==> config.mk <==
export PLATFORM = sky130hd
export DESIGN_NAME = prbs_link_tester
export DESIGN_NICKNAME = d
export VERILOG_FILES = /design/src/verilog/prbs_link_pkg.sv /design/src/verilog/ccb_cmd_decoder.sv /design/src/verilog/boot_timer.sv /design/src/verilog/link_boot_fsm.sv /design/src/verilog/error_monitor.sv /design/src/verilog/led_display.sv /design/src/verilog/prbs_link_tester.sv
export VERILOG_INCLUDE_DIRS = /design/src /design/src/verilog
export SDC_FILE = /design/constraint.sdc
export NUM_CORES = 1
export LEC_CHECK = 0
export BUFFER_PORTS_ARGS = -buffer_cell sky130_fd_sc_hd__buf_4
export CAP_MARGIN = 10
export CORE_UTILIZATION = 49
export CTS_BUF_LIST = sky130_fd_sc_hd__clkbuf_16
export DETAILED_ROUTE_END_ITERATION = 6
export GPL_TIMING_DRIVEN = 0
export PLACE_DENSITY = 0.81
export SETUP_SLACK_MARGIN = 0.02
export SLEW_MARGIN = 20
export SYNTH_ARGS = -nofsm -noshare
export SYNTH_HDL_FRONTEND = slang
export SYNTH_HIERARCHICAL = 1
export SYNTH_SLANG_ARGS = --single-unit
==> constraint.sdc <==
create_clock -name clk40 -period 2.2 [get_ports clk40]
set_input_delay 0.22 -clock clk40 [delete_from_list [all_inputs] [get_ports clk40]]
set_output_delay 0.22 -clock clk40 [all_outputs]
set_load 0.02 [all_outputs]
==> src/verilog/prbs_link_config.svh <==
`ifndef PRBS_LINK_CONFIG_SVH
`define PRBS_LINK_CONFIG_SVH

// Fiber lanes on the board
`define NUM_LANES       8

//////////////////////////////
// CCB backplane bus
//////////////////////////////
`define CCB_WIDTH       51
`define CCB_CMD_LSB     2
`define CCB_CMD_WIDTH   6
`define CCB_STROBE_BIT  10

// Command codes decoded from the CCB
`define CMD_BX0         6'h01
`define CMD_RESYNC      6'h03
`define CMD_BXRESET     6'h32

//////////////////////////////
// Boot timing
//////////////////////////////
// clk40 cycles per boot tick
`define BOOT_TICK_DIV   4
// Elapsed tick thresholds per boot phase
`define T_TX_WAIT       20
`define T_RX_WAIT       40
`define T_INJECT        140
`define T_INJECT_DONE   160
`define T_INJECT_CLEAR  180

// First lane shown on the front panel
`define LED_LANE_BASE   4

`endif

==> src/verilog/prbs_link_pkg.sv <==
`default_nettype none

`include "prbs_link_config.svh"

package prbs_link_pkg;

    //////////////////////////////
    // Boot sequencer states
    //////////////////////////////
    typedef enum logic [3:0] {
        RESET             = 4'd0,
        EN_TX             = 4'd1,
        EN_TX_DONE        = 4'd2,
        EN_RX             = 4'd3,
        EN_RX_DONE        = 4'd4,
        PRBS_INJECT       = 4'd5,
        PRBS_INJECT_DONE  = 4'd6,
        PRBS_INJECT_CLEAR = 4'd7,
        EN_PRBS_CK        = 4'd8
    } boot_state_t;

    // One bit per fiber lane
    typedef logic [`NUM_LANES-1:0] lane_vec_t;

    // Per lane error count that sticks at 3
    typedef logic [1:0] err_count_t;
    typedef err_count_t [`NUM_LANES-1:0] err_count_arr_t;

    // Ticks since the last timer clear
    typedef logic [7:0] tick_count_t;

    // Raw CCB bus as seen on the backplane
    typedef logic [`CCB_WIDTH-1:0] ccb_bus_t;

    // Front panel LED field
    typedef logic [7:0] led_t;

endpackage

`default_nettype wire

==> src/verilog/ccb_cmd_decoder.sv <==
`default_nettype none

`include "prbs_link_config.svh"

module ccb_cmd_decoder (
    input  wire                          clk40,
    input  wire                          PRBS_reset,
    input  wire prbs_link_pkg::ccb_bus_t ccb_rx_i,
    output logic                         bx0_o,
    output logic                         resync_o,
    output logic                         bxreset_o
);
    import prbs_link_pkg::*;

    ccb_bus_t                  ccb_q;
    logic [`CCB_CMD_WIDTH-1:0] cmd;
    logic                      cmd_strobe;
    logic                      bx0_dec;
    logic                      resync_dec;
    logic                      bxreset_dec;
    logic                      bx0_dec_d;

    //////////////////////////////
    // Bus capture
    //////////////////////////////
    // Bus idles high on the wire
    always_ff @(posedge clk40 or posedge PRBS_reset) begin
        if (PRBS_reset) begin
            ccb_q <= '1;
        end else begin
            ccb_q <= ccb_rx_i;
        end
    end

    // Command and strobe fields are active low
    assign cmd        = ~ccb_q[`CCB_CMD_LSB +: `CCB_CMD_WIDTH];
    assign cmd_strobe = ~ccb_q[`CCB_STROBE_BIT];

    //////////////////////////////
    // Command decode
    //////////////////////////////
    always_ff @(posedge clk40 or posedge PRBS_reset) begin
        if (PRBS_reset) begin
            bx0_dec     <= 1'b0;
            resync_dec  <= 1'b0;
            bxreset_dec <= 1'b0;
            bx0_dec_d   <= 1'b0;
        end else begin
            bx0_dec     <= cmd_strobe && (cmd == `CMD_BX0);
            resync_dec  <= cmd_strobe && (cmd == `CMD_RESYNC);
            bxreset_dec <= cmd_strobe && (cmd == `CMD_BXRESET);
            // Previous bx0 for edge detect
            bx0_dec_d   <= bx0_dec;
        end
    end

    // Single pulse on the first cycle of bx0
    assign bx0_o     = bx0_dec & ~bx0_dec_d;
    // Resync and bxreset follow the strobe as levels
    assign resync_o  = resync_dec;
    assign bxreset_o = bxreset_dec;

    // The FSM expects at most one command per cycle
    a_one_cmd: assert property (@(posedge clk40) disable iff (PRBS_reset)
        $onehot0({bx0_o, resync_o, bxreset_o}))
    else $error("More than one CCB command strobe in the same cycle");

endmodule

`default_nettype wire

==> src/verilog/boot_timer.sv <==
`default_nettype none

`include "prbs_link_config.svh"

module boot_timer (
    input  wire                      clk40,
    input  wire                      PRBS_reset,
    input  wire                      clear_i,
    output prbs_link_pkg::tick_count_t elapsed_o,
    output logic                     blink_o
);
    import prbs_link_pkg::*;

    localparam int DIV_W = (`BOOT_TICK_DIV > 1) ? $clog2(`BOOT_TICK_DIV) : 1;
    localparam logic [DIV_W-1:0] DIV_LAST = DIV_W'(`BOOT_TICK_DIV - 1);
    localparam tick_count_t ELAPSED_MAX = '1;

    logic [DIV_W-1:0] div_cnt;
    logic             tick;

    // One tick per BOOT_TICK_DIV cycles
    assign tick = (div_cnt == DIV_LAST);

    always_ff @(posedge clk40 or posedge PRBS_reset) begin
        if (PRBS_reset) begin
            div_cnt   <= '0;
            elapsed_o <= '0;
            blink_o   <= 1'b0;
        end else if (clear_i) begin
            // Restart both divider and tick count
            div_cnt   <= '0;
            elapsed_o <= '0;
        end else begin
            if (tick) begin
                div_cnt <= '0;
                blink_o <= ~blink_o;
            end else begin
                div_cnt <= div_cnt + 1'b1;
            end
            // Count holds at the top
            if (tick && (elapsed_o != ELAPSED_MAX)) begin
                elapsed_o <= elapsed_o + 1'b1;
            end
        end
    end

endmodule

`default_nettype wire

==> src/verilog/link_boot_fsm.sv <==
`default_nettype none

`include "prbs_link_config.svh"

module link_boot_fsm (
    input  wire                           clk40,
    input  wire                           PRBS_reset,
    input  wire prbs_link_pkg::tick_count_t elapsed_i,
    input  wire prbs_link_pkg::lane_vec_t tx_reset_done_i,
    input  wire prbs_link_pkg::lane_vec_t rx_reset_done_i,
    input  wire                           inject_i,
    input  wire                           bx0_i,
    input  wire                           resync_i,
    input  wire                           bxreset_i,
    output prbs_link_pkg::boot_state_t    state_o,
    output prbs_link_pkg::lane_vec_t      tx_reset_o,
    output prbs_link_pkg::lane_vec_t      rx_reset_o,
    output logic                          timer_clear_o,
    output logic                          latch_clear_o,
    output logic                          count_clear_o,
    output logic                          error_inject_o
);
    import prbs_link_pkg::*;

    boot_state_t state_q;
    boot_state_t state_d;

    //////////////////////////////
    // State register
    //////////////////////////////
    // Resync restarts the boot on the next edge
    always_ff @(posedge clk40 or posedge PRBS_reset) begin
        if (PRBS_reset) begin
            state_q <= RESET;
        end else if (resync_i) begin
            state_q <= RESET;
        end else begin
            state_q <= state_d;
        end
    end

    assign state_o = state_q;

    //////////////////////////////
    // Next state
    //////////////////////////////
    always_comb begin
        state_d = state_q;
        case (state_q)
            RESET:             state_d = EN_TX;
            EN_TX:             if (elapsed_i >= `T_TX_WAIT) state_d = EN_TX_DONE;
            // Wait for every TX lane to come out of reset
            EN_TX_DONE:        if (&tx_reset_done_i) state_d = EN_RX;
            EN_RX:             if (elapsed_i >= `T_RX_WAIT) state_d = EN_RX_DONE;
            EN_RX_DONE:        if (&rx_reset_done_i) state_d = PRBS_INJECT;
            // Injection thresholds run from one timer start
            PRBS_INJECT:       if (elapsed_i >= `T_INJECT) state_d = PRBS_INJECT_DONE;
            PRBS_INJECT_DONE:  if (elapsed_i >= `T_INJECT_DONE) state_d = PRBS_INJECT_CLEAR;
            PRBS_INJECT_CLEAR: if (elapsed_i >= `T_INJECT_CLEAR) state_d = EN_PRBS_CK;
            EN_PRBS_CK:        state_d = EN_PRBS_CK;
            default:           state_d = RESET;
        endcase
    end

    //////////////////////////////
    // Outputs
    //////////////////////////////
    always_comb begin
        tx_reset_o     = '0;
        rx_reset_o     = '0;
        timer_clear_o  = 1'b0;
        latch_clear_o  = 1'b0;
        count_clear_o  = 1'b1;
        error_inject_o = 1'b0;
        case (state_q)
            RESET: begin
                tx_reset_o    = '1;
                rx_reset_o    = '1;
                timer_clear_o = 1'b1;
            end
            EN_TX: begin
                rx_reset_o = '1;
            end
            EN_TX_DONE: begin
                rx_reset_o    = '1;
                timer_clear_o = 1'b1;
            end
            EN_RX: begin
                rx_reset_o = '0;
            end
            // Forced errors start as soon as RX is out of reset
            EN_RX_DONE: begin
                timer_clear_o  = 1'b1;
                error_inject_o = 1'b1;
            end
            PRBS_INJECT: begin
                error_inject_o = 1'b1;
            end
            // Latches clear at the end of the window
            PRBS_INJECT_DONE: begin
                error_inject_o = 1'b1;
                latch_clear_o  = 1'b1;
            end
            PRBS_INJECT_CLEAR: begin
                error_inject_o = 1'b0;
            end
            // Normal checking with CCB control
            EN_PRBS_CK: begin
                timer_clear_o  = 1'b1;
                latch_clear_o  = bxreset_i;
                count_clear_o  = bxreset_i;
                error_inject_o = inject_i | bx0_i;
            end
            default: begin
                tx_reset_o    = '1;
                rx_reset_o    = '1;
                timer_clear_o = 1'b1;
            end
        endcase
    end

    // TX leaves reset only while RX is still held
    a_tx_before_rx: assert property (@(posedge clk40) disable iff (PRBS_reset)
        ((tx_reset_o != '1) && $past(tx_reset_o == '1)) |-> (rx_reset_o == '1))
    else $error("TX reset released while RX reset is not asserted");

endmodule

`default_nettype wire

==> src/verilog/error_monitor.sv <==
`default_nettype none

`include "prbs_link_config.svh"

module error_monitor (
    input  wire                              clk40,
    input  wire                              PRBS_reset,
    input  wire prbs_link_pkg::lane_vec_t    prbs_error_i,
    input  wire                              latch_clear_i,
    input  wire                              count_clear_i,
    output prbs_link_pkg::lane_vec_t         latched_error_o,
    output prbs_link_pkg::err_count_arr_t    err_count_o
);
    import prbs_link_pkg::*;

    localparam err_count_t CNT_MAX = '1;

    // Sticky per lane error flags
    always_ff @(posedge clk40 or posedge PRBS_reset) begin
        if (PRBS_reset) begin
            latched_error_o <= '0;
        end else if (latch_clear_i) begin
            latched_error_o <= '0;
        end else begin
            latched_error_o <= latched_error_o | prbs_error_i;
        end
    end

    //////////////////////////////
    // Error counters
    //////////////////////////////
    always_ff @(posedge clk40 or posedge PRBS_reset) begin
        if (PRBS_reset) begin
            err_count_o <= '0;
        end else if (count_clear_i) begin
            err_count_o <= '0;
        end else begin
            for (int i = 0; i < `NUM_LANES; i++) begin
                // Hold at 3 once reached
                if (prbs_error_i[i] && (err_count_o[i] != CNT_MAX)) begin
                    err_count_o[i] <= err_count_t'(err_count_o[i] + 1'b1);
                end
            end
        end
    end

    // Counts only move down through a clear
    for (genvar g = 0; g < `NUM_LANES; g++) begin : g_lane_chk
        a_no_drop: assert property (@(posedge clk40) disable iff (PRBS_reset)
            !$past(count_clear_i) |-> (err_count_o[g] >= $past(err_count_o[g])))
        else $error("Lane %0d error count dropped without a clear", g);
    end

endmodule

`default_nettype wire

==> src/verilog/led_display.sv <==
`default_nettype none

`include "prbs_link_config.svh"

module led_display (
    input  wire                              clk40,
    input  wire                              PRBS_reset,
    input  wire prbs_link_pkg::boot_state_t  state_i,
    input  wire                              blink_i,
    input  wire prbs_link_pkg::lane_vec_t    latched_error_i,
    input  wire prbs_link_pkg::err_count_arr_t err_count_i,
    output prbs_link_pkg::led_t              led_o
);
    import prbs_link_pkg::*;

    led_t       led_d;
    logic [3:0] lane_flags;

    // Four lanes from the base OR'd with blink
    assign lane_flags = latched_error_i[`LED_LANE_BASE +: 4] | {4{blink_i}};

    //////////////////////////////
    // Phase code per state
    //////////////////////////////
    always_comb begin
        led_d = '0;
        case (state_i)
            RESET:             led_d = 8'b0001_0000;
            EN_TX:             led_d = 8'b0010_0000;
            EN_TX_DONE:        led_d = 8'b0011_0000;
            EN_RX:             led_d = 8'b0100_0000;
            EN_RX_DONE:        led_d = 8'b0101_0000;
            // Injection shows latched lanes in the low nibble
            PRBS_INJECT:       led_d = {4'b0110, lane_flags};
            PRBS_INJECT_DONE:  led_d = {4'b1000, lane_flags};
            PRBS_INJECT_CLEAR: led_d = {4'b0111, lane_flags};
            // Two bits of count per lane
            EN_PRBS_CK:        led_d = err_count_i[`LED_LANE_BASE +: 4] | {8{blink_i}};
            default:           led_d = '0;
        endcase
    end

    always_ff @(posedge clk40 or posedge PRBS_reset) begin
        if (PRBS_reset) begin
            led_o <= '0;
        end else begin
            led_o <= led_d;
        end
    end

endmodule

`default_nettype wire

==> src/verilog/prbs_link_tester.sv <==
`default_nettype none

module prbs_link_tester (
    input  wire                                clk40,
    input  wire                                PRBS_reset,
    input  wire prbs_link_pkg::ccb_bus_t       ccb_rx_i,
    input  wire prbs_link_pkg::lane_vec_t      tx_reset_done_i,
    input  wire prbs_link_pkg::lane_vec_t      rx_reset_done_i,
    input  wire prbs_link_pkg::lane_vec_t      prbs_error_i,
    input  wire                                inject_i,
    output wire prbs_link_pkg::lane_vec_t      tx_reset_o,
    output wire prbs_link_pkg::lane_vec_t      rx_reset_o,
    output wire                                prbs_cnt_reset_o,
    output wire                                error_inject_o,
    output wire prbs_link_pkg::boot_state_t    boot_state_o,
    output wire prbs_link_pkg::lane_vec_t      latched_error_o,
    output wire prbs_link_pkg::err_count_arr_t err_count_o,
    output wire prbs_link_pkg::led_t           led_o
);
    import prbs_link_pkg::*;

    // Decoded CCB commands
    wire bx0;
    wire resync;
    wire bxreset;

    // Boot timer
    wire tick_count_t elapsed;
    wire              blink;
    wire              timer_clear;

    wire count_clear;

    //////////////////////////////
    // Command path
    //////////////////////////////
    ccb_cmd_decoder u_ccb_dec (
        .clk40      (clk40),
        .PRBS_reset (PRBS_reset),
        .ccb_rx_i   (ccb_rx_i),
        .bx0_o      (bx0),
        .resync_o   (resync),
        .bxreset_o  (bxreset)
    );

    boot_timer u_timer (
        .clk40      (clk40),
        .PRBS_reset (PRBS_reset),
        .clear_i    (timer_clear),
        .elapsed_o  (elapsed),
        .blink_o    (blink)
    );

    // Latch clear also resets the transceiver PRBS counters
    link_boot_fsm u_fsm (
        .clk40           (clk40),
        .PRBS_reset      (PRBS_reset),
        .elapsed_i       (elapsed),
        .tx_reset_done_i (tx_reset_done_i),
        .rx_reset_done_i (rx_reset_done_i),
        .inject_i        (inject_i),
        .bx0_i           (bx0),
        .resync_i        (resync),
        .bxreset_i       (bxreset),
        .state_o         (boot_state_o),
        .tx_reset_o      (tx_reset_o),
        .rx_reset_o      (rx_reset_o),
        .timer_clear_o   (timer_clear),
        .latch_clear_o   (prbs_cnt_reset_o),
        .count_clear_o   (count_clear),
        .error_inject_o  (error_inject_o)
    );

    //////////////////////////////
    // Error reporting
    //////////////////////////////
    error_monitor u_err_mon (
        .clk40           (clk40),
        .PRBS_reset      (PRBS_reset),
        .prbs_error_i    (prbs_error_i),
        .latch_clear_i   (prbs_cnt_reset_o),
        .count_clear_i   (count_clear),
        .latched_error_o (latched_error_o),
        .err_count_o     (err_count_o)
    );

    led_display u_led (
        .clk40           (clk40),
        .PRBS_reset      (PRBS_reset),
        .state_i         (boot_state_o),
        .blink_i         (blink),
        .latched_error_i (latched_error_o),
        .err_count_i     (err_count_o),
        .led_o           (led_o)
    );

endmodule

`default_nettype wire

==> impl_metrics.ini <==
[status]
status = completed

[synthesis]
yosys-top-cells-count = dfrtp_1 (51), nor2_1 (50), nor2b_1 (25)
postSynthAreaPerCell_um2 = 10.0
yosys.area.top_type = dfrtp_1
yosys_warnings = 6
post_synth_num_cell_types = 61
synthCells = 323
post-synth-top-area-fraction_pct = 39.5
ys_async_sr_fraction_pct = 100
ys_seq_area_share_pct = 45.2
synthTopCellsByArea = dfrtp_1 (40%), nor2_1 (5.8%), dfstp_2 (5.7%), nor2b_1 (4.8%), ha_1 (3.9%)
yosysMostFrequentCell = dfrtp_1
syn_nets = 411
ys_seq_elements = 58
ys.flop_type = dfrtp_1
synth_area_um2 = 3230
synth_edf_count = 0

[setup_path]
crit_type = register to register
worstPathMaxFanout = 22
end_kind = register
crit_required_ns = 2.39
arrival_ns = 2.26
cp-start-kind = register

[detailed_routing]
detail_route.wl_per_cell_um = 15.0
initialDrtViolationCount = 118
dr.pass1.iters = 4
antenna_left = 0
vias = 2804
drcViolationCount = 0
routed_wl_um = 7680
vias_per_cell = 5.49

[global_routing]
grt-ovfl-total = 0
antenna_found_initial = 0
met3_usage_pct = 7.36
grtUsageMet1_pct = 27.5
grt_busiest_layer = met2
grt.met2_usage_pct = 39.8
grt_max_degree = 25
grt_pass1_vias = 2781
grt_usage_pct = 23.4
grt_pass1_wl_um = 12900

[final_layout]
drive_gt1_share_pct = 36.9
nets = 517
final_area_um2 = 4410
syn_to_final_growth_pct = 36.6
diodes = 0

[die]
io_pins = 132
initial_core_util_pct = 50.9
rows = 29
dieArea_um2 = 6920
die_h_um = 83.2
core_area_um2 = 6350
dieWidth_um = 83.2

[placed_design]
placed_area_um2 = 3980
place.gp.congestion = 0.848
hpwl_um = 5250
numPortBuffers = 87

[timing]
relSlewSlack_pct = 39.5
min_period_ns = 2.07
tightest_slew_ns = 0.907
setup_viol = 0
rsz0062_at_grt = false
max_freq_mhz = 484
clock_skew_ns = 0.00761
period_share_pct = 94.0
final_max_slew_viol_count = 0
whs_ns = 0.136
finalHoldViolCount = 0

[clocking]
cts_tree = built
path_clk_slew_ns = 0.05
cts_sinks = 58
cts_buffers = 9
htreeDepth = 3
cts_root_buffer = clkbuf_16
clock_latency_ns = 0.32
clk_path_buf_depth = 2

[power_and_ir_drop]
leakagePower_nw = 2.08
cellPowerDensity_nw_per_um2 = 1350
peakVddDrop_mv = 1.38

[flow_run]
drv_cap = 0

[min_path]
hold_path.class = input port to register
## cell usage in the layout (no fill, tap or decap), drive strengths merged, types with 2 or more instances in the layout
master,n
nor3,10
and2,5
o32a,2
o31a,2
clkbuf,13
nand3,5
a21oi,9
ha,10
or2,2
nand4bb,10
nor4b,3
and3,2
o211ai,2
nand2b,16
a211oi,6
dfstp,7
clkinv,4
mux2,11
nor4,2
nand4,7
inv,13
o2111ai,2
dfrtp,51
buf,112
nor2,50
bufinv,2
and4,3
a31oi,3
nor2b,25
nand2,6
dlygate4sd3,8
o21ai,14
## critical path, stage by stage (launching register included)
cell,delay [ns]
dfrtp_4,0.58
nor4_1,0.33
nand3_1,0.11
and4_1,0.20
a211o_1,0.34
a221o_1,0.37
## final cells by class
| type | count | area (um^2) |
|---|---|---|
| Buffer | 28 | 179 |
| Clock buffer | 9 | 225 |
| Clock inverter | 7 | 85.1 |
| Fill cell | 461 | 1940 |
| Inverter | 12 | 45.0 |
| Multi-Input combinational cell | 224 | 1580 |
| Sequential cell | 58 | 1470 |
| Tap cell | 77 | 96.3 |
| Timing Repair Buffer | 96 | 741 |
## kinds of logic (layout without fill, tap and decap cells)
logic type	Yosys count	after routing	share of synthesized area, %
buffers and inverters	41	152	6.97
AO/OA/AOI/OAI	51	51	11.4
XOR/XNOR	2	2	0.542
adder cells (fa/ha/maj)	10	10	3.87
multiplexers	12	12	4.38
flip-flops	58	58	45.2
AND/OR/NAND/NOR	149	149	27.6
## path summary, 6_finish.rpt
| kind | start | end | cells after the start | slack (ns) |
|---|---|---|---|---|
| setup / recovery | u_fsm/state_o[0]$_DFFE_PP0P_ | u_fsm/state_o[2]$_DFFE_PP0P_ | 5 | 0.13 |
| hold / removal | prbs_error_i[3] | u_err_mon/latched_error_o[3]$_DFF_PP0_ | 3 | 0.14 |
| setup reg to reg | u_fsm/state_o[0]$_DFFE_PP0P_ | u_fsm/state_o[2]$_DFFE_PP0P_ | 5 | 0.13 |
| hold reg to reg | u_ccb_dec/bx0_dec$_DFF_PP0_ | u_ccb_dec/bx0_dec_d$_DFF_PP0_ | 0 | 0.37 |
| max in group asynchronous | PRBS_reset | u_err_mon/err_count_o[15]$_DFFE_PP0P_ | 3 | 0.93 |
| min in group asynchronous | PRBS_reset | u_fsm/state_o[0]$_DFFE_PP0P_ | 3 | 0.39 |
## power by group
group	switching, mW	internal (mW)
combinational	1.60	1.38
clock	0.450	0.976
sequential	0.240	1.32
total	2.29	3.68
## through the flow
stage	setup TNS (ns)	util (%)	cells	setup WS, ns	total power [mW]
finish	0	69.5	511	0.132	5.97
global route	0	69.5	511	0.0267	6.30
CTS	0	69.2	511	0.0235	5.96
detailed placement	-0.206	62.7	487	-0.0355	4.44
global placement	0	62.7	487	0.0378	4.38
floorplan	0	-	323	0.0846	3.44
## sequential cells by signal, summed over array words and instances (netlist names)
| name | cells |
|---|---|
| u_fsm/state_o | 4 |
| u_ccb_dec/bx0_dec_d | 1 |
| u_timer/div_cnt | 2 |
| u_err_mon/latched_error_o | 8 |
| u_timer/elapsed_o | 8 |
| u_ccb_dec/bx0_dec | 1 |
| u_ccb_dec/resync_o | 1 |
| u_ccb_dec/bxreset_o | 1 |
| u_ccb_dec/ccb_q | 7 |
| u_timer/blink_o | 1 |
| u_led/led_o | 8 |
| u_err_mon/err_count_o | 16 |
## per-layer routing
| layer | share of wire, % | vias up | routed length, um |
|---|---|---|---|
| li1 | - | 1346 | - |
| met2 | 50 | 111 | 3850 |
| met3 | 6.0 | 10 | 462 |
| met1 | 42 | 1337 | 3260 |
| met5 | 0 | - | 0 |
| met4 | 1.5 | 0 | 112 |
## repair_timing
action	4_1_cts	5_1_grt
gates cloned	0	0
endpoints found under the hold margin	34	0
resized for setup	5	9
setup buffers	1	0
setup endpoints to repair	19	21
pin swaps	1	0
hold buffers	8	0
No activity file was read; power rests on OpenSTA's default activity.
